File: config.mk
export PLATFORM = sky130hd
export DESIGN_NAME = nes_palette_decode
export DESIGN_NICKNAME = d
export VERILOG_FILES = /design/src/design/nes_video_pkg.sv /design/src/design/nes_palette_decode.sv
export SDC_FILE = /design/constraint.sdc
export NUM_CORES = 1
export LEC_CHECK = 0
export BUFFER_PORTS_ARGS = -buffer_cell sky130_fd_sc_hd__buf_2
export CAP_MARGIN = 20
export CORE_UTILIZATION = 30
export CTS_CLUSTER_DIAMETER = 200
export CTS_CLUSTER_SIZE = 20
export DETAILED_ROUTE_END_ITERATION = 12
export GPL_ROUTABILITY_DRIVEN = 0
export PLACE_DENSITY = 0.75
export SLEW_MARGIN = 40
export SYNTH_ARGS = -nofsm -noshare
export SYNTH_HDL_FRONTEND = slang
export SYNTH_SLANG_ARGS = --single-unit
File: constraint.sdc
create_clock -name clk -period 0.8 [get_ports clk]
set_input_delay 0.16 -clock clk [delete_from_list [all_inputs] [get_ports clk]]
set_output_delay 0.16 -clock clk [all_outputs]
set_load 0.02 [all_outputs]
File: src/design/nes_palette.hex
// RGB555 per NES colour index, one word per line: bits 14:10 blue, 9:5 green, 4:0 red
3DEF
7C00
5C00
5CA8
4012
1015
0055
0051
00CA
01E0
01A0
0160
2D00
0000
0000
0000
5EF7
7DE0
7D60
7D0D
641B
2C1C
00FF
097C
01F5
02E0
02A0
22A0
4620
0000
0000
0000
7FFF
7EE7
7E2D
7DF3
7DFF
4D7F
2DFF
229F
02FF
0FF7
2B6B
4FEB
6FA0
3DEF
0000
0000
7FFF
7F94
7EF7
7EFB
7EFF
629F
5B5E
579F
3F7F
3FFB
5FF7
6FF7
7FE0
7F7F
0000
0000

File: src/design/nes_video_pkg.sv
/* NES video package
   raster timing, channel widths and the structs shared by the video stages */
`default_nettype none

package nes_video_pkg;

	localparam int COLOR_W    = 6;   // NES palette index
	localparam int CHAN_W     = 5;   // one RGB555 channel
	localparam int LINE_W     = 8;   // visible dots per NES line, as address bits
	localparam int RASTER_W   = 10;  // output counters
	localparam int PAL_DEPTH  = 64;
	localparam int LINE_DEPTH = 256;

	typedef logic [COLOR_W-1:0]  color_idx_t;
	typedef logic [CHAN_W-1:0]   chan_t;
	typedef logic [LINE_W-1:0]   line_addr_t;
	typedef logic [RASTER_W-1:0] coord_t;

	// same bit order as the palette words, blue on top
	typedef struct packed {
		chan_t b;
		chan_t g;
		chan_t r;
	} rgb_t;

	// one write into a line buffer
	typedef struct packed {
		logic       we;
		logic       bank;  // NES line parity
		line_addr_t addr;
		rgb_t       rgb;
	} wr_word_t;

	typedef struct packed {
		coord_t h;
		coord_t v;
	} raster_t;

	// doubled raster, in output pixels and lines
	localparam coord_t H_PICTURE = 10'd512;
	localparam coord_t H_TOTAL   = 10'd682;
	localparam coord_t V_PICTURE = 10'd480;
	localparam coord_t V_TOTAL   = 10'd524;

	localparam coord_t HS_START = 10'd570;
	localparam coord_t HS_LEN   = 10'd82;
	localparam coord_t VS_START = 10'd490;
	localparam coord_t VS_LEN   = 10'd2;

	// border hiding the garbage most games leave at the screen edge
	localparam coord_t OS_LEFT   = 10'd18;
	localparam coord_t OS_RIGHT  = 10'd496;
	localparam coord_t OS_TOP    = 10'd8;
	localparam coord_t OS_BOTTOM = 10'd460;

	localparam string PALETTE_FILE = "/design/src/design/nes_palette.hex";

endpackage

`default_nettype wire

File: src/design/nes_palette_decode.sv
/* NES palette decode
   maps the 6-bit colour index to RGB555 and forms the line-buffer write word */
`timescale 1ns/1ps
`default_nettype none

module nes_palette_decode import nes_video_pkg::*; (
	input  logic       clk,
	input  logic       reset,
	input  color_idx_t color,
	input  logic       pix_ce,
	input  logic [8:0] count_h,
	input  logic [8:0] count_v,
	output wr_word_t   wr
);

	rgb_t palette [0:PAL_DEPTH-1];  // RGB555 per index

	logic visible_dot;

	initial begin
		$readmemh(PALETTE_FILE, palette);
	end

	// dots 0..255 carry picture, 256..340 are blanking
	assign visible_dot = pix_ce && !count_h[8];

	// write strobe is the only control bit here
	always_ff @(posedge clk) begin
		if (reset) begin
			wr.we <= 1'b0;
		end else begin
			wr.we <= visible_dot;
		end
	end

	// payload follows every strobe, whether visible or not
	always_ff @(posedge clk) begin
		if (pix_ce) begin
			wr.rgb  <= palette[color];
			wr.addr <= count_h[LINE_W-1:0];
			wr.bank <= count_v[0];  // even/odd NES line
		end
	end

endmodule

`default_nettype wire

==> results.py, run 1 <==
metrics = {
    "cts": {
        "tritoncts_buffer_count": 3,
        "clock_tree.htree_level_count": 1,
        "holdBufCountCts": 0,
        "cts_max_path_buffers": 2,
        "clock_tree_from_tritoncts": "done",
        "root_buffer": "clkbuf_4",
        "clk_pin_slew_ns": 0.06,
        "number_of_sinks_on_the_clock_net": 10,
    },
    "outcome": {
        "violations": "setup timing",
        "status": "complete, but fails checks",
    },
    "global_route": {
        "grt_pass1_vias": 184,
        "grt_antenna_before_repair": 0,
        "grt_pass1_wl_um": 600,
        "gr-usage-all-layers_pct": 7.72,
        "gr-total-overflow": 0,
        "grt_max_degree": 11,
    },
    "route": {
        "met3WireLength_um": 95,
        "vias_per_cell": 3.67,
        "wire_per_inst_um": 7.90,
        "wirelength_met1_um": 116,
        "topRoutingLayerUsed": "met4",
        "met2_wirelength_um": 305,
        "dr.pass1.iters": 1,
        "final_antenna_net_count": 0,
        "num_vias": 246,
        "drt_drc_violations_left": 0,
        "drt_first_iter_violations": 0,
        "total_wirelength_um": 529,
    },
    "yosys": {
        "yosysUniqueCellTypes": 5,
        "syn-instance-count": 27,
        "synth.yosys.warnings": 0,
        "synth.avg_cell_area_um2": 15.5,
        "seq_area_frac_synth_pct": 69.3,
        "synth_area_um2": 419,
        "ys_seq_elements": 10,
    },
    "pwr": {
        "power-per-cell-area_nw_per_um2": 2110,
        "p_int_uw": 881,
        "fraction_of_power_spent_switching_nets_pct": 25.2,
        "leakagePower_uw": 0.000265,
        "pwr-share-clk_pct": 28.3,
        "power.net_switching_uw": 297,
        "ir_worst_vdd_mv": 1.02,
        "combinationalPowerShare_pct": 18.4,
        "relative_contribution_of_sequential_cells_to_total_power_pct": 53.3,
    },
    "job": {
        "maxCapViolCount": 0,
    },
    "critical_path": {
        "category_of_the_critical_setup_timing_path": "register to output pin",
        "path_max_fanout": 1,
        "cp.buffers_inverters": 1,
        "launching_element_type_of_the_critical_path": "register",
        "worst_ep_required_time_ns": 0.64,
        "cpPeakStageDelay_ns": 0.36,
        "cpLargestDelayFamily": "flip-flops",
        "arrival_ns": 0.79,
        "cpMaxStageDelayCell": "edfxtp_1",
        "end_kind": "output pin",
        "cp_cell_sequence": "buf_2",
    },
    "sta": {
        "setup_ws_ns": -0.146,
        "timing.fmax_mhz": 1060,
        "unrepaired_setup_endpoints_after_global_routing": "true",
        "finalSetupViolCount": 10,
        "fin_hold_ws_ns": 0.0688,
        "fin_crit_sh_pct": 118,
        "hold_violations": 0,
        "finalMaxSlewViolations": 0,
        "fin_crit_ns": 0.946,
    },
    "die": {
        "fp.coreArea_um2": 1300,
        "num_rows": 13,
        "die-area_um2": 1550,
        "die_w_um": 39.4,
        "die_height_um": 39.4,
        "io_pins": 52,
        "initial_utilization_pct": 32.2,
    },
    "hold_path": {
        "hp-class": "input port to register",
        "hold-path-cell-count": 2,
        "hold_end": "wr[24]",
        "hold_path_startpoint": "count_h[8]",
    },
    "placed_design": {
        "instance_area_at_placement_um2": 488,
        "buffer_ports.inserted": 22,
    },
    "final_layout": {
        "reg_top3": "wr: 10 flops",
        "design.final.nets": 80,
        "drive_gt1_share_pct": 51.9,
        "flow.area_growth_from_synthesis_pct": 33.4,
        "top_register": "wr",
        "largest_reg_flops": 10,
        "mostFrequentLayoutCells": "conb_1, buf_2, edfxtp_1, buf_6, clkbuf_4",
        "n_antenna_cell": 0,
        "final_design_area_no_fill_um2": 559,
    },
}
[kinds of logic (layout without fill, tap and decap cells)]
group	after synthesis	count (layout)	synth area share, %
other	1	15	0.895
and+or+nand+nor	1	1	2.98
buffers and inverters	15	26	26.9
DFF	10	10	69.3
[worst max path at each step]
stage	start	end	slack, ns	depth (start not counted)
3_3_place_gp	wr[21]	wr[21]	0.13	1
4_1_cts	wr[17]	wr[17]	-0.17	1
6_report	wr[17]	wr[17]	-0.15	1
3_5_place_dp	wr[17]	wr[17]	0.12	1
5_1_grt	wr[18]	wr[18]	-0.19	1
2_1_floorplan	wr[15]	wr[15]	0.19	0
[cell type report]
cell class	count	area, µm²
Fill cell	123	742
Multi-Input combinational cell	16	68.8
Clock buffer	4	26.3
Timing Repair Buffer	22	154
Sequential cell	10	292
Tap cell	15	18.8
[timing repair]
item,4_1_cts,5_1_grt
buffers inserted,0,0
setup endpoints to repair,10,10
gates resized for setup,3,12
hold endpoints to repair,0,0
[Yosys cell counts]
library cell	n	area (µm²)
dfxtp_1	1	20.0
edfxtp_1	9	270
conb_1	1	3.75
nor3b_2	1	12.5
buf_4	15	113
[power groups by stage]
stage	Clock, µW	Sequential (µW)	Combinational, µW
2_1_floorplan	0	685	120
3_3_place_gp	0	630	184
3_5_place_dp	0	631	187
4_1_cts	353	621	189
5_1_grt	367	630	233
6_report	333	628	217
[metal layers]
metal | global-route usage (%) | up-vias
li1 | - | 110
met1 | 2.89 | 106
met2 | 12.1 | 28
met3 | 5.11 | 2
met4 | 15.5 | 0
met5 | 0 | -
[metrics by stage]
step	total power, µW	cells	utilization, %	TNS (ns)	setup WS (ns)
after floorplan	805	41	-	0	0.191
after global placement	814	63	37.5	0	0.129
after detailed placement	818	63	37.5	0	0.122
after CTS	1160	67	40.1	-1.38	-0.170
after global routing	1230	67	43.0	-1.53	-0.185
final	1180	67	43.0	-1.24	-0.146
Power figures use the tool's default switching activity.
==> run 2: changes to the inputs <==
==> constraint.sdc (replaced) <==
create_clock -name clk -period 0.9 [get_ports clk]
set_input_delay 0.18 -clock clk [delete_from_list [all_inputs] [get_ports clk]]
set_output_delay 0.18 -clock clk [all_outputs]
set_load 0.02 [all_outputs]
==> run 2 against run 1 <==
The flow still finishes with violations (setup timing). Sequential cell count did not move. Total power decreased by 11%. Design area fell by 0.22%. Largest cell class unchanged.
==> results.py, run 2 (same netlist as run 1, synthesis figures left out) <==
metrics = {
    "route": {
        "final_antenna_net_count": 0,
        "dr.pass1.iters": 1,
        "wire_per_inst_um": 7.87,
        "drt_drc_violations_left": 0,
        "total_wirelength_um": 527,
        "vias_per_cell": 3.67,
        "drt_first_iter_violations": 0,
        "num_vias": 246,
    },
    "global_route": {
        "gr-usage-all-layers_pct": 7.48,
        "gr-total-overflow": 0,
        "grt_pass1_wl_um": 593,
        "grt_max_degree": 11,
        "grt_pass1_vias": 183,
        "grt_antenna_before_repair": 0,
    },
    "pwr": {
        "ir_worst_vdd_mv": 0.917,
        "power-per-cell-area_nw_per_um2": 1880,
        "leakagePower_uw": 0.000264,
        "p_total_uw": 1050,
    },
    "sta": {
        "hold_violations": 0,
        "fin_hold_ws_ns": 0.0943,
        "fin_crit_sh_pct": 107,
        "unrepaired_setup_endpoints_after_global_routing": "true",
        "setup_ws_ns": -0.0660,
        "fin_crit_ns": 0.966,
        "finalSetupViolCount": 9,
        "finalMaxSlewViolations": 0,
        "timing.fmax_mhz": 1040,
    },
    "final_layout": {
        "mostFrequentLayoutCells": "conb_1, buf_2, edfxtp_1, buf_6, clkbuf_4",
        "non_filler_instances": 67,
        "largest_reg_flops": 10,
        "design.final.nets": 80,
        "flow.area_growth_from_synthesis_pct": 33.1,
        "drive_gt1_share_pct": 50.0,
        "n_antenna_cell": 0,
        "reg_top3": "wr: 10 flops",
        "filler_cell_count": 121,
        "top_register": "wr",
        "post-route-util_pct": 42.9,
    },
    "hold_path": {
        "hold-path-cell-count": 1,
        "hold_path_startpoint": "count_h[3]",
        "hp-class": "input port to register",
        "hold_end": "wr[18]",
    },
    "critical_path": {
        "launching_element_type_of_the_critical_path": "register",
        "cp.buffers_inverters": 1,
        "worst_ep_required_time_ns": 0.72,
        "cpPeakStageDelay_ns": 0.36,
        "cpLargestDelayFamily": "flip-flops",
        "cpMaxStageDelayCell": "edfxtp_1",
        "end_kind": "output pin",
        "arrival_ns": 0.79,
        "path_max_fanout": 1,
        "worstSetupStartpoint": "wr[17]",
        "category_of_the_critical_setup_timing_path": "register to output pin",
        "cp_cell_sequence": "buf_2",
    },
    "die": {
        "io_pins": 52,
        "num_rows": 13,
        "die_height_um": 39.4,
        "die-area_um2": 1550,
        "fp.coreArea_um2": 1300,
        "initial_utilization_pct": 32.2,
        "die_w_um": 39.4,
    },
    "outcome": {
        "violations": "setup timing",
        "status": "complete, but fails checks",
    },
    "cts": {
        "holdBufCountCts": 0,
        "clock_tree_from_tritoncts": "done",
        "root_buffer": "clkbuf_4",
        "cts_max_path_buffers": 2,
        "clock_tree.htree_level_count": 1,
        "post-cts-setup-buffer-count": 0,
        "cts-resized-gates": 1,
        "clk_pin_slew_ns": 0.06,
        "number_of_sinks_on_the_clock_net": 10,
        "tritoncts_buffer_count": 3,
    },
    "job": {
        "maxCapViolCount": 0,
    },
    "placed_design": {
        "placed_cells_incl_taps": 63,
        "buffer_ports.inserted": 22,
    },
}
==> run 2: changes by cell type in the layout (fill, tap and decap cells not counted) <==
cell	change
dfxtp_1	+1
dfxtp_2	-1
==> run 2: per-stage QoR <==
stage / TNS [ns] / worst slack, ns / instance area (µm²)
after global placement: 0 / 0.209 / 488
after detailed placement: 0 / 0.202 / 488
after floorplan: 0 / 0.271 / 472
final: -0.475 / -0.0660 / 558
after global routing: -0.739 / -0.104 / 558
after CTS: -0.600 / -0.0901 / 517
==> run 2: worst max-delay path by stage <==
stage | endpoint | slack, ns | cells after the start
global placement | wr[21] | 0.21 | 1
detailed placement | wr[17] | 0.20 | 1
global route | wr[18] | -0.10 | 1
CTS | wr[17] | -0.09 | 1
finish | wr[17] | -0.07 | 1
floorplan | wr[15] | 0.27 | 0
==> run 2: where the power goes <==
part           leakage (µW)  internal [µW]  switching (µW)
combinational      0.000153           68.1             125
clock             0.0000150            170             127
sequential        0.0000963            545            12.3
==> run 2: area by class of cell <==
cell class	instances	area, µm²	area share, %
repair buffers	22	154	27.6
multi-input cells	16	68.8	12.3
flip-flops and latches	10	290	52.0
well taps	15	18.8	3.36
clock buffers	4	26.3	4.71
==> run 2: layer usage <==
metal | vias to the layer above | wire [µm] | global-route usage, %
li1 | 110 | - | -
met1 | 106 | 114 | 2.53
met2 | 28 | 301 | 11.3
met3 | 2 | 100 | 5.68
met4 | 0 | 11 | 15.5
met5 | - | 0 | 0
==> run 3: changes to the inputs <==
--- a/config.mk
+++ b/config.mk
@@ -7,12 +7,14 @@
 export LEC_CHECK = 0
 export BUFFER_PORTS_ARGS = -buffer_cell sky130_fd_sc_hd__buf_2
 export CAP_MARGIN = 20
-export CORE_UTILIZATION = 30
+export CELL_PAD_IN_SITES_DETAIL_PLACEMENT = 1
+export CELL_PAD_IN_SITES_GLOBAL_PLACEMENT = 2
+export CORE_UTILIZATION = 15
 export CTS_CLUSTER_DIAMETER = 200
 export CTS_CLUSTER_SIZE = 20
 export DETAILED_ROUTE_END_ITERATION = 12
 export GPL_ROUTABILITY_DRIVEN = 0
-export PLACE_DENSITY = 0.75
+export PLACE_DENSITY_LB_ADDON = 0.1
 export SLEW_MARGIN = 40
 export SYNTH_ARGS = -nofsm -noshare
 export SYNTH_HDL_FRONTEND = slang
==> run 3 against run 2 <==
Combinational power about the same. The flow still finishes with violations (setup timing). Clock-buffer cell count is the same. Utilization fell by 20 points. Sequential power barely moved. Clock power grew 30%. Design area increased by 4.3%. Fmax fell by 1.7%. Highest routed layer unchanged.
==> results.py, run 3 (same netlist as run 1, synthesis figures left out) <==
metrics = {
    "placed_design": {
        "instance_area_at_placement_um2": 507,
        "buffer_ports.inserted": 22,
    },
    "pwr": {
        "leakagePower_uw": 0.000269,
        "power-per-cell-area_nw_per_um2": 1950,
        "ir_worst_vdd_mv": 0.557,
    },
    "cts": {
        "holdBufCountCts": 0,
        "cts_max_path_buffers": 2,
        "clk_pin_slew_ns": 0.07,
        "number_of_sinks_on_the_clock_net": 10,
        "root_buffer": "clkbuf_4",
        "tritoncts_buffer_count": 3,
        "clock_tree.htree_level_count": 1,
        "clock_tree_from_tritoncts": "done",
    },
    "route": {
        "vias_per_cell": 2.89,
        "drt_first_iter_violations": 0,
        "total_wirelength_um": 821,
        "dr.pass1.iters": 1,
        "final_antenna_net_count": 0,
        "drt_drc_violations_left": 0,
        "wire_per_inst_um": 10.0,
        "num_vias": 237,
    },
    "final_layout": {
        "top_register": "wr",
        "flow.area_growth_from_synthesis_pct": 38.8,
        "filler_cell_count": 304,
        "mostFrequentLayoutCells": "buf_2, conb_1, edfxtp_1, buf_6, clkbuf_4",
        "n_antenna_cell": 0,
        "reg_top3": "wr: 10 flops",
        "most_frequent_standard_cell_in_the_layout_excluding_fill_and_tap_cells": "buf_2",
        "largest_reg_flops": 10,
        "final_design_area_no_fill_um2": 582,
        "design.final.nets": 80,
        "drive_gt1_share_pct": 53.8,
    },
    "critical_path": {
        "cpLargestDelayFamily": "flip-flops",
        "worst_ep_required_time_ns": 0.72,
        "cpPeakStageDelay_ns": 0.38,
        "path_max_fanout": 1,
        "arrival_ns": 0.80,
        "launching_element_type_of_the_critical_path": "register",
        "worstSetupPathDepth": 1,
        "worstSetupStartpoint": "wr[23]",
        "category_of_the_critical_setup_timing_path": "register to output pin",
        "cp.buffers_inverters": 1,
        "timing.critical_path.to": "wr[23]",
        "cpMaxStageDelayCell": "edfxtp_1",
        "end_kind": "output pin",
        "cp_cell_sequence": "buf_2",
    },
    "die": {
        "die_height_um": 54.9,
        "io_pins": 52,
        "num_rows": 18,
        "fp.coreArea_um2": 2570,
        "die_w_um": 54.9,
        "initial_utilization_pct": 16.3,
        "die-area_um2": 3010,
    },
    "sta": {
        "setup_ws_ns": -0.0823,
        "timing.fmax_mhz": 1020,
        "fin_crit_sh_pct": 109,
        "finalSetupViolCount": 9,
        "finalMaxSlewViolations": 0,
        "unrepaired_setup_endpoints_after_global_routing": "true",
        "hold_violations": 0,
        "fin_hold_ws_ns": 0.0724,
        "fin_crit_ns": 0.982,
    },
    "job": {
        "maxCapViolCount": 0,
    },
    "global_route": {
        "grt_pass1_vias": 203,
        "grt_pass1_wl_um": 1000,
        "grt_max_degree": 11,
        "grt_antenna_before_repair": 0,
        "gr-usage-all-layers_pct": 5.24,
        "gr-total-overflow": 0,
    },
    "outcome": {
        "violations": "setup timing",
        "status": "complete, but fails checks",
    },
    "hold_path": {
        "hp-class": "input port to register",
    },
}
-- run 3: repair_timing --
item	in CTS	in global routing
hold endpoints to repair	0	0
setup buffers	0	0
resized for setup	1	12
endpoints found under the setup margin	10	10
-- run 3: worst min-delay path by stage --
| stage | start | end | slack [ns] | depth (start not counted) |
|---|---|---|---|---|
| 6_report | count_h[8] | wr[24] | 0.07 | 2 |
| 5_1_grt | count_h[8] | wr[24] | 0.06 | 2 |
| 4_1_cts | count_h[8] | wr[24] | 0.07 | 2 |
| 3_5_place_dp | count_h[8] | wr[24] | 0.35 | 2 |
| 3_3_place_gp | reset | wr[24] | 0.35 | 2 |
| 2_1_floorplan | count_h[8] | wr[24] | 0.25 | 1 |
-- run 3: layout make-up --
class	instances	area, µm²	area share [%]
Sequential cell	10	292	50.1
Timing Repair Buffer	22	148	25.4
Multi-Input combinational cell	16	68.8	11.8
Tap cell	30	37.5	6.45
Clock buffer	4	36.3	6.24
-- run 3: through the flow --
stage | power, µW | cells | setup slack (ns) | utilization [%] | setup TNS, ns
after floorplan | 716 | 41 | 0.271 | - | 0
after global placement | 729 | 78 | 0.187 | 19.7 | 0
after detailed placement | 731 | 78 | 0.186 | 19.7 | 0
after CTS | 1120 | 82 | -0.0942 | 21.2 | -0.668
after global routing | 1190 | 82 | -0.117 | 22.7 | -0.867
final | 1130 | 82 | -0.0823 | 22.7 | -0.541
-- run 3: power breakdown --
part	leakage (µW)	internal, µW	switching, µW
clock	0.0000210	245	140
sequential	0.0000967	545	12.6
combinational	0.000151	64.1	126
total	0.000269	854	278
-- run 3: layer usage --
layer | up-vias | wire length, µm | GRT usage (%)
met5 | - | 0 | 0
met4 | 0 | 19 | 5.13
met3 | 2 | 76 | 0.833
met2 | 20 | 475 | 9.84
met1 | 106 | 249 | 4.52
li1 | 109 | - | -
