**src/design/nes_palette.hex**
```
// RGB555 per NES colour index, one word per line: bits 14:10 blue, 9:5 green, 4:0 red
3DEF
7C00
5C00
5CA8
4012
1015
0055
0051
00CA
01E0
01A0
0160
2D00
0000
0000
0000
5EF7
7DE0
7D60
7D0D
641B
2C1C
00FF
097C
01F5
02E0
02A0
22A0
4620
0000
0000
0000
7FFF
7EE7
7E2D
7DF3
7DFF
4D7F
2DFF
229F
02FF
0FF7
2B6B
4FEB
6FA0
3DEF
0000
0000
7FFF
7F94
7EF7
7EFB
7EFF
629F
5B5E
579F
3F7F
3FFB
5FF7
6FF7
7FE0
7F7F
0000
0000

```
**src/design/nes_video_pkg.sv**
```systemverilog
/* NES video package
   raster timing, channel widths and the structs shared by the video stages */
`default_nettype none

package nes_video_pkg;

	localparam int COLOR_W    = 6;   // NES palette index
	localparam int CHAN_W     = 5;   // one RGB555 channel
	localparam int LINE_W     = 8;   // visible dots per NES line, as address bits
	localparam int RASTER_W   = 10;  // output counters
	localparam int PAL_DEPTH  = 64;
	localparam int LINE_DEPTH = 256;

	typedef logic [COLOR_W-1:0]  color_idx_t;
	typedef logic [CHAN_W-1:0]   chan_t;
	typedef logic [LINE_W-1:0]   line_addr_t;
	typedef logic [RASTER_W-1:0] coord_t;

	// same bit order as the palette words, blue on top
	typedef struct packed {
		chan_t b;
		chan_t g;
		chan_t r;
	} rgb_t;

	// one write into a line buffer
	typedef struct packed {
		logic       we;
		logic       bank;  // NES line parity
		line_addr_t addr;
		rgb_t       rgb;
	} wr_word_t;

	typedef struct packed {
		coord_t h;
		coord_t v;
	} raster_t;

	// doubled raster, in output pixels and lines
	localparam coord_t H_PICTURE = 10'd512;
	localparam coord_t H_TOTAL   = 10'd682;
	localparam coord_t V_PICTURE = 10'd480;
	localparam coord_t V_TOTAL   = 10'd524;

	localparam coord_t HS_START = 10'd570;
	localparam coord_t HS_LEN   = 10'd82;
	localparam coord_t VS_START = 10'd490;
	localparam coord_t VS_LEN   = 10'd2;

	// border hiding the garbage most games leave at the screen edge
	localparam coord_t OS_LEFT   = 10'd18;
	localparam coord_t OS_RIGHT  = 10'd496;
	localparam coord_t OS_TOP    = 10'd8;
	localparam coord_t OS_BOTTOM = 10'd460;

	localparam string PALETTE_FILE = "/design/src/design/nes_palette.hex";

endpackage

`default_nettype wire

```
**src/design/video_output_stage.sv**
```systemverilog
/* Video output stage
   scanline dimming, overscan border, data enable and sync, all registered */
`timescale 1ns/1ps
`default_nettype none

module video_output_stage import nes_video_pkg::*; (
	input  logic    clk,
	input  logic    reset,
	input  raster_t raster,
	input  rgb_t    pixel,
	input  logic    scanlines,
	input  logic    overscan,
	output rgb_t    rgb,
	output logic    de,
	output logic    hs_n,
	output logic    vs_n
);

	logic picture;
	logic border;
	logic dim;
	logic in_hsync;
	logic in_vsync;
	rgb_t shaded;

	// border keeps only the top bit, dimming halves the channel
	function automatic chan_t shade(input chan_t c, input logic edge_px, input logic dark);
		chan_t res;
		if (edge_px)
			res = {{(CHAN_W-1){1'b0}}, c[CHAN_W-1]};
		else if (dark)
			res = {1'b0, c[CHAN_W-1:1]};
		else
			res = c;
		return res;
	endfunction

	assign picture = (raster.h < H_PICTURE) && (raster.v < V_PICTURE);

	assign border = overscan && ((raster.h > OS_RIGHT) ||
		(raster.h < OS_LEFT) ||
		(raster.v < OS_TOP) ||
		(raster.v > OS_BOTTOM));

	assign dim = scanlines && raster.v[0];  // odd output lines only

	assign in_hsync = (raster.h >= HS_START) && (raster.h < HS_START + HS_LEN);
	assign in_vsync = (raster.v >= VS_START) && (raster.v < VS_START + VS_LEN);

	always_comb begin
		shaded.r = shade(pixel.r, border, dim);
		shaded.g = shade(pixel.g, border, dim);
		shaded.b = shade(pixel.b, border, dim);
	end

	always_ff @(posedge clk) begin
		if (reset) begin
			rgb  <= '0;
			de   <= 1'b0;
			hs_n <= 1'b1;
			vs_n <= 1'b1;
		end else begin
			rgb  <= picture ? shaded : '0;  // black in blanking
			de   <= picture;
			hs_n <= ~in_hsync;
			vs_n <= ~in_vsync;
		end
	end

endmodule

`default_nettype wire

```
**config.mk**
```make
export PLATFORM = sky130hd
export DESIGN_NAME = video_output_stage
export DESIGN_NICKNAME = d
export VERILOG_FILES = /design/src/design/nes_video_pkg.sv /design/src/design/video_output_stage.sv
export SDC_FILE = /design/constraint.sdc
export NUM_CORES = 1
export LEC_CHECK = 0
export CAP_MARGIN = 5
export CELL_PAD_IN_SITES_DETAIL_PLACEMENT = 1
export CELL_PAD_IN_SITES_GLOBAL_PLACEMENT = 2
export CORE_MARGIN = 4
export CORE_UTILIZATION = 35
export CTS_CLUSTER_SIZE = 40
export DETAILED_ROUTE_END_ITERATION = 7
export DONT_BUFFER_PORTS = 1
export HOLD_SLACK_MARGIN = 0.02
export PLACE_DENSITY_LB_ADDON = 0.1
export SYNTH_ARGS = -nofsm -noshare
export SYNTH_HDL_FRONTEND = slang
export SYNTH_SLANG_ARGS = --single-unit
```
**constraint.sdc**
```tcl
create_clock -name clk -period 3.64 [get_ports clk]
set_clock_uncertainty 0.05 [all_clocks]
set_input_delay 0.364 -clock clk [delete_from_list [all_inputs] [get_ports clk]]
set_output_delay 0.364 -clock clk [all_outputs]
set_load 0.01 [all_outputs]
```
==> results of run 1 <==
-- power breakdown --
part	leakage (nW)	switching [mW]	internal, mW
clock	0.0210	0.0656	0.0610
sequential	0.146	0.00413	0.202
combinational	0.189	0.0245	0.0171
total	0.356	0.0942	0.280
-- layout make-up --
cell class / count / area share [%]
clock buffers: 4 / 3.89
well taps: 28 / 3.76
multi-input cells: 59 / 52.5
flip-flops and latches: 18 / 38.7
inverters: 3 / 1.21
-- sequential cells by signal, summed over array words and instances (netlist names) --
name  count
de        1
hs_n      1
rgb      15
vs_n      1
-- metal layers --
layer,wire length (microns),vias to the layer above,GRT usage [%]
li1,-,323,-
met1,864,299,13.7
met2,980,34,19.8
met3,254,4,7.35
met4,49,0,7.95
met5,0,-,0
-- logic make-up (layout without fill, tap and decap cells) --
family	Yosys count	after routing	synth area share, %
flops	18	18	40.8
simple gates	31	31	23.7
mux	12	12	13.6
compound gates	16	16	18.1
buf+inv	7	7	3.82
-- metrics by stage --
stage	utilization (%)	setup slack, ns	cell area [sq um]	instances
after floorplan	-	1.91	883	84
after global placement	39.0	1.64	896	108
after detailed placement	39.0	1.58	896	108
after CTS	40.6	1.92	932	112
after global routing	40.6	1.82	932	112
final	40.6	1.90	932	112
-- layout by cell type, fill, tap and decap left out, types with 2 or more instances in the layout --
master    instances
nand2_1           5
nand3_1           3
inv_1             2
nor2_1            4
nor3_2           10
nor4_1            2
nor3_1            4
dfxtp_1          18
a211oi_1          3
mux2i_1          12
clkbuf_4          3
a311oi_1          3
-- worst min path at each step --
stage	startpoint	endpoint	slack, ns
after global routing	raster[19]	hs_n$_SDFF_PP1_	0.07
after CTS	raster[19]	hs_n$_SDFF_PP1_	0.07
after floorplan	raster[19]	hs_n$_SDFF_PP1_	0.39
after detailed placement	raster[19]	hs_n$_SDFF_PP1_	0.39
after global placement	raster[19]	hs_n$_SDFF_PP1_	0.39
final	raster[19]	hs_n$_SDFF_PP1_	0.07
==> results.ini, run 1 <==
[sta]
setup_viol = 0
rsz0062_at_grt = no
drv_slew = 0
max_freq_mhz = 575
setup_tns_ns = 0
worst_slew_pin_slew_ns = 0.877
relSlewSlack_pct = 41.3
hold_viol = 0
hold_ws_ns = 0.0749
fin_crit_sh_pct = 47.8
fin_crit_ns = 1.74

[yosys]
synth_top_area_share_pct = 40.8
synthCells = 84
synth_edf_count = 0
synth_common_cells = dfxtp_1 (18), mux2i_1 (12), nor3_2 (10)
synth_cell_types = 27
yosysMostFrequentCell = dfxtp_1
syn_area_sq_um = 883
syn_nets = 123
synth_seq_area_share_pct = 40.8
synth-main-ff-cell = dfxtp_1
ys_async_sr_fraction_pct = 0
synthTopCellsByArea = dfxtp_1 (41%), mux2i_1 (14%), nor3_2 (11%)
synth_area_per_cell_sq_um = 10.5
synth-seq-cells = 18
synth.largest_area_cell = dfxtp_1
yosysWarnings = 0

[global_routing]
antenna_found_initial = 0
grt_max_degree = 17
grt_pass1_wl_mm = 3.20
grt_overflow_total = 0
first_global_vias = 674
grt.total_usage_pct = 12.9

[cts]
post_cts_buffers = 0
clock-sinks = 18
clk_pin_slew_ns = 0.11
cts.htree.levels = 1
cts_tree = yes
root_buffer = clkbuf_4
cts_resized = 0
cts_buffer_depth = 2
cts_buffers = 3
post_cts_hold_buffer_count = 0

[power]
irDropWorstVdd_v = 0.000191
cellLeakagePower_nw = 0.356
power_density_mw_per_mm2 = 401
finalPower_mw = 0.374

[routing]
drt-wirelength-per-cell_microns = 19.2
ant_nets = 0
num_vias = 660
post-route-drc-count = 0
vias_per_cell = 5.89
drt-total-wl_mm = 2.15
drtIter0Drc = 5
dr.pass1.iters = 2

[worst_setup_path]
path_cells = nor4_1, a32oi_4, a31oi_2, nor3_1
cp-end-kind = flop
worstPathMaxFanout = 12
endpoint = rgb[14]$_SDFF_PP0_
path_buf_inv = 0
cp_slowest_stage_delay_ns = 0.77
start_kind = primary input
cp_top_family = compound AO/OA/AOI/OAI gates
crit_arrival_ns = 1.85
required_ns = 3.76
slowest_stage = a31oi_2
setup.worst_path.start = raster[16]
path_class = in -> reg
crit_cells = 4

[placement]
hpwlAfterDp_mm = 1.71
gp_congestion = 0.676
port-buffer-count = 0

[cells_and_area]
final.fill_count = 270
drive_above_1_share_pct = 23.8
antenna_cells = 0
syn_to_final_growth_pct = 5.52
multiInputGateArea_sq_um = 489
seqCellArea_sq_um = 360
layout.nets = 124

[die]
start_util_pct = 38.5
rows = 17
placeableCoreArea_sq_mm = 0.00230
dieArea_sq_mm = 0.00339
pin_count = 57
fp.dieH_microns = 58.2
die_w_microns = 58.2

[status]
outcome = finished, final reports clean

[job]
maxCapViolCount = 0

[worst_hold_path]
hold_depth = 1
hold_class = in -> reg

Power figures use the tool's default switching activity.
==> run 2: changes to the inputs <==
CORE_UTILIZATION = 33   (was 35)
clock period = 1.7 ns   (was 3.64 ns; I/O delays follow)
==> run 2 against run 1 <==
Critical path depth grew 2. Clock-buffer cell count fell by 1. First-iteration DRC count shrank 60%. Critical path type unchanged. Critical endpoint is now rgb[0]$_SDFF_PP0_.
==> results.ini, run 2 (same netlist as run 1, synthesis figures left out) <==
[status]
outcome = finished, final reports clean  ; unchanged

[worst_setup_path]
worstPathMaxFanout = 16  ; was 12
path_buf_inv = 3  ; was 0
path_class = in -> reg  ; unchanged
cp-end-kind = flop  ; unchanged
cp_slowest_stage_delay_ns = 0.53  ; was 0.77 ns
start_kind = primary input  ; unchanged
cp_top_family = buffers and inverters  ; was compound AO/OA/AOI/OAI gates
path_cells = dlygate4sd3_1, inv_1, nor2_1, or4_1, buf_4, a211oi_1  ; was nor4_1, a32oi_4, a31oi_2, nor3_1
required_ns = 1.84  ; was 3.76 ns
crit_arrival_ns = 1.65  ; was 1.85 ns
slowest_stage = dlygate4sd3_1  ; was a31oi_2

[placement]
post-place-cells = 114  ; was 108
hpwlAfterDp_mm = 1.64  ; was 1.71 mm
port-buffer-count = 0  ; unchanged
gp_congestion = 0.668  ; was 0.676

[sta]
rsz0062_at_grt = no  ; unchanged
hold_viol = 0  ; unchanged
fin_crit_ns = 1.51
relSlewSlack_pct = 69.6  ; was 41.3%
fin_crit_sh_pct = 88.6
setup_tns_ns = 0  ; unchanged
drv_slew = 0  ; unchanged
max_freq_mhz = 664
worst_slew_pin_slew_ns = 0.451  ; was 0.877 ns
setup_viol = 0  ; unchanged
hold_ws_ns = 0.0237  ; was 0.0749 ns

[global_routing]
antenna_found_initial = 0  ; unchanged
grt_max_degree = 17  ; unchanged
grt.total_usage_pct = 12.9  ; about the same
grt_overflow_total = 0  ; unchanged
grt_pass1_wl_mm = 3.49  ; was 3.20 mm
first_global_vias = 810  ; was 674

[cts]
clk_pin_slew_ns = 0.10  ; was 0.11 ns
root_buffer = clkbuf_4  ; unchanged
cts_buffer_depth = 2  ; unchanged
cts.htree.levels = 1  ; unchanged
post_cts_buffers = 0  ; unchanged
cts_tree = yes  ; unchanged
clock-sinks = 18  ; unchanged
cts_buffers = 3  ; unchanged

[cells_and_area]
antenna_cells = 0  ; unchanged
multiInputGateArea_sq_um = 489  ; unchanged
drive_above_1_share_pct = 22.5  ; was 23.8%
layout.nets = 143  ; was 124
final.fill_count = 278  ; was 270
syn_to_final_growth_pct = 26.1  ; was 5.52%
largest_reg_flops = 15  ; unchanged
seqCellArea_sq_um = 360  ; unchanged
fin_cells = 132  ; was 112
final_common_cell = dfxtp_1  ; unchanged
final_cell_mix = dfxtp_1 (18), dlygate4sd3_1 (15), mux2i_1 (12)  ; was dfxtp_1 (18), mux2i_1 (12), nor3_2 (10)
regMostFlops = rgb  ; unchanged

[routing]
dr.pass1.iters = 2  ; unchanged
post-route-drc-count = 0  ; unchanged
vias_per_cell = 5.66  ; was 5.89
ant_nets = 0  ; unchanged
drt-total-wl_mm = 2.16  ; was 2.15 mm
drtIter0Drc = 2  ; was 5
drt-wirelength-per-cell_microns = 16.4  ; was 19.2 microns
num_vias = 747  ; was 660

[worst_hold_path]
whs_endpoint = rgb[6]$_SDFF_PP0_  ; was hs_n$_SDFF_PP1_
min_from = pixel[7]  ; was raster[19]
hold_class = in -> reg  ; unchanged
hold_depth = 2  ; was 1

[die]
placeableCoreArea_sq_mm = 0.00252  ; was 0.00230 sq mm
pin_count = 57  ; unchanged
fp.dieH_microns = 59.7  ; was 58.2 microns
start_util_pct = 35.0  ; was 38.5%
rows = 18  ; was 17
dieArea_sq_mm = 0.00357  ; was 0.00339 sq mm
die_w_microns = 59.7  ; was 58.2 microns

[power]
irDropWorstVdd_v = 0.000292  ; was 0.000191 V
cellLeakagePower_nw = 0.435  ; was 0.356 nW
power_density_mw_per_mm2 = 693  ; was 401 mW/mm^2

[job]
maxCapViolCount = 0  ; unchanged

run 2: cell types whose count changed in the layout (fill, tap and decap cells not counted):
cell,change
dlygate4sd3_1,+15
buf_4,+3
clkbuf_8,-1
buf_12,+1
run 2: routing by layer:
layer / part of all wire (%) / wire (microns) / track usage [%] / vias up
met5: 0 / 0 / 0 / -
met4: 1.1 / 24 / 5.70 / 0
met3: 13 / 275 / 5.83 / 2
met2: 50 / 1090 / 22.1 / 38
met1: 36 / 774 / 13.4 / 349
li1: - / - / - / 358
run 2: what timing repair did:
action                    in CTS  in global routing
hold buffers                  15                  0
resized for setup              0                  0
hold endpoints to repair       9                  0
run 2: how the worst max path moves through the flow:
stage,start,slack [ns],cells past startpoint,endpoint
2_1_floorplan,raster[12],0.16,5,rgb[1]$_SDFF_PP0_
3_3_place_gp,raster[12],0.14,5,rgb[10]$_SDFF_PP0_
3_5_place_dp,raster[12],0.08,5,rgb[0]$_SDFF_PP0_
4_1_cts,raster[5],0.19,6,rgb[0]$_SDFF_PP0_
5_1_grt,raster[5],0.14,6,rgb[0]$_SDFF_PP0_
6_report,raster[5],0.19,6,rgb[0]$_SDFF_PP0_
run 2: report_power, final:
part           internal, mW  switching [mW]
clock                0.0821           0.122
sequential            0.432         0.00866
combinational        0.0677          0.0597
total                 0.582           0.190
run 2: layout make-up:
class                           count  area share [%]
Inverter                            3            1.01
Sequential cell                    18            32.4
Multi-Input combinational cell     59            43.9
Clock buffer                        3            2.02
Timing Repair Buffer               19            17.3
Tap cell                           30            3.37
run 2: per-stage QoR:
| step | instance area (sq um) | worst slack, ns | power, mW | util, % |
|---|---|---|---|---|
| after floorplan | 883 | 0.163 | 0.530 | - |
| after global placement | 941 | 0.141 | 0.551 | 37.3 |
| after detailed placement | 941 | 0.0816 | 0.552 | 37.3 |
| after CTS | 1110 | 0.193 | 0.785 | 44.1 |
| after global routing | 1110 | 0.141 | 0.818 | 44.1 |
| final | 1110 | 0.194 | 0.772 | 44.1 |
==> run 3: changes to the inputs <==
CELL_PAD_IN_SITES_DETAIL_PLACEMENT = unset   (was 1)
CELL_PAD_IN_SITES_GLOBAL_PLACEMENT = unset   (was 2)
CORE_UTILIZATION = 50   (was 33)
PLACE_DENSITY_LB_ADDON = unset   (was 0.1)
==> run 3 against run 2 <==
Final cell count did not move. Cell area rose by 3.9%. Critical endpoint is now rgb[2]$_SDFF_PP0_. Combinational power rose by 6%. Worst hold slack improved by 0.0082 ns. Clock-buffer cell count rose by 1. Highest routed layer unchanged. Sequential cell count did not move. Via count fell by 0.54%.
==> results.ini, run 3 (same netlist as run 1, synthesis figures left out) <==
[cells_and_area]
drive_above_1_share_pct = 22.2  ; was 22.5%
layout.nets = 148  ; was 143
final_cell_mix = dlygate4sd3_1 (20), dfxtp_1 (18), mux2i_1 (12)  ; was dfxtp_1 (18), dlygate4sd3_1 (15), mux2i_1 (12)
seqCellArea_sq_um = 360  ; unchanged
largest_reg_flops = 15  ; unchanged
multiInputGateArea_sq_um = 489  ; unchanged
fin_cells = 132  ; unchanged
final.fill_count = 123  ; was 278
final_common_cell = dlygate4sd3_1  ; was dfxtp_1
regMostFlops = rgb  ; unchanged
finish.utilization_pct = 72.6  ; was 44.1%
antenna_cells = 0  ; unchanged
syn_to_final_growth_pct = 31.0  ; was 26.1%

[worst_hold_path]
hold_depth = 2  ; unchanged
hold_class = in -> reg  ; unchanged
min_from = pixel[14]  ; was pixel[7]
whs_endpoint = rgb[13]$_SDFF_PP0_  ; was rgb[6]$_SDFF_PP0_

[die]
pin_count = 57  ; unchanged
dieArea_sq_mm = 0.00250  ; was 0.00357 sq mm
start_util_pct = 55.4  ; was 35.0%
die_w_microns = 50.0  ; was 59.7 microns
placeableCoreArea_sq_mm = 0.00159  ; was 0.00252 sq mm
rows = 14  ; was 18
fp.dieH_microns = 50.0  ; was 59.7 microns

[sta]
setup_tns_ns = 0  ; unchanged
max_freq_mhz = 683  ; was 664 MHz
rsz0062_at_grt = no  ; unchanged
setup_viol = 0  ; unchanged
hold_viol = 0  ; unchanged
fin_crit_ns = 1.46  ; was 1.51 ns
fin_crit_sh_pct = 86.1  ; was 88.6%
worst_slew_pin_slew_ns = 0.445  ; was 0.451 ns
relSlewSlack_pct = 70.1  ; was 69.6%
drv_slew = 0  ; unchanged

[routing]
drtIter0Drc = 6  ; was 2
post-route-drc-count = 0  ; unchanged
vias_per_cell = 5.63  ; was 5.66
drt-total-wl_mm = 2.16  ; about the same
drt-wirelength-per-cell_microns = 16.3  ; was 16.4 microns
dr.pass1.iters = 4  ; was 2
ant_nets = 0  ; unchanged
num_vias = 743  ; was 747

[worst_setup_path]
start_kind = primary input  ; unchanged
cp-end-kind = flop  ; unchanged
path_class = in -> reg  ; unchanged
crit_arrival_ns = 1.63  ; was 1.65 ns
required_ns = 1.87  ; was 1.84 ns
worstPathMaxFanout = 16  ; unchanged

[power]
irDropWorstVdd_v = 0.000673  ; was 0.000292 V
power.internal_mw = 0.635  ; was 0.582 mW
pwr-share-comb_pct = 16.2  ; was 16.5%
cellLeakagePower_nw = 0.459  ; was 0.435 nW
power_density_mw_per_mm2 = 716  ; was 693 mW/mm^2
net-switching-power_mw = 0.194  ; was 0.190 mW
seqPwrFrac_pct = 53.2  ; was 57.1%
swShare_pct = 23.4  ; was 24.6%
clockPowerShare_pct = 30.6  ; was 26.4%

[global_routing]
first_global_vias = 786  ; was 810
grt_pass1_wl_mm = 3.48  ; was 3.49 mm
grt.total_usage_pct = 18.2  ; was 12.9%
antenna_found_initial = 0  ; unchanged
grt_max_degree = 17  ; unchanged
grt_overflow_total = 0  ; unchanged

[placement]
post-place-cells = 108  ; was 114
hpwlAfterDp_mm = 1.48  ; was 1.64 mm
gp_congestion = 0.731  ; was 0.668
port-buffer-count = 0  ; unchanged

[cts]
cts_tree = yes  ; unchanged
cts_resized = 0  ; unchanged
cts_buffer_depth = 2  ; unchanged
root_buffer = clkbuf_4  ; unchanged
cts_buffers = 3  ; unchanged
cts.htree.levels = 1  ; unchanged
clk_pin_slew_ns = 0.10  ; about the same
clock-sinks = 18  ; unchanged

[status]
outcome = finished, final reports clean  ; unchanged

[job]
maxCapViolCount = 0  ; unchanged

-- run 3: cell types whose count changed in the layout (fill, tap and decap cells not counted), sizes merged --
| cell | change |
|---|---|
| clkbuf | +1 |
| dlygate4sd3 | +5 |
-- run 3: routing by layer --
metal	share of wire [%]	global-route usage, %	vias up
met5	0	0	-
met4	0.46	2.76	0
met3	9.5	9.04	2
met2	52	32.2	34
met1	38	19.4	334
li1	-	-	373
-- run 3: per-stage QoR --
stage | area, sq um | setup WS [ns] | hold slack (ns) | total power, mW
2_1_floorplan | 883 | 0.163 | 0.192 | 0.530
3_5_place_dp | 921 | 0.120 | 0.196 | 0.545
3_3_place_gp | 921 | 0.153 | 0.193 | 0.544
5_1_grt | 1160 | 0.173 | 0.0248 | 0.871
4_1_cts | 1160 | 0.240 | 0.0234 | 0.840
6_report | 1160 | 0.236 | 0.0319 | 0.829
-- run 3: worst max-delay path by stage --
stage,cells past startpoint,startpoint,to,slack [ns]
after floorplan,5,raster[12],rgb[1]$_SDFF_PP0_,0.16
final,6,raster[5],rgb[2]$_SDFF_PP0_,0.24
after global placement,5,raster[12],rgb[13]$_SDFF_PP0_,0.15
after detailed placement,5,raster[12],rgb[13]$_SDFF_PP0_,0.12
after global routing,6,raster[5],rgb[14]$_SDFF_PP0_,0.17
after CTS,6,raster[5],rgb[5]$_SDFF_PP0_,0.24
-- run 3: critical path: stages --
cell and delay (ns):
dlygate4sd3_1 0.54, inv_1 0.05, nor2_1 0.05, or4_1 0.39
buf_4 0.22, nor3_2 0.20
-- run 3: final cells by class --
class,instances,share of cell area [%]
Timing Repair Buffer,24,19.9
Multi-Input combinational cell,59,42.3
Sequential cell,18,31.1
Clock buffer,4,3.14
Tap cell,24,2.59
Inverter,3,0.973
-- run 3: power by group through the flow --
stage,registers (mW),clock network [mW],logic (mW)
detailed placement,0.451,0,0.0943
floorplan,0.449,0,0.0811
CTS,0.441,0.266,0.133
global placement,0.451,0,0.0930
finish,0.441,0.254,0.134
global route,0.442,0.282,0.147
-- run 3: timing repair --
item	in CTS	in global routing
hold buffers	20	0
endpoints found under the hold margin	12	0
buffers inserted	0	0
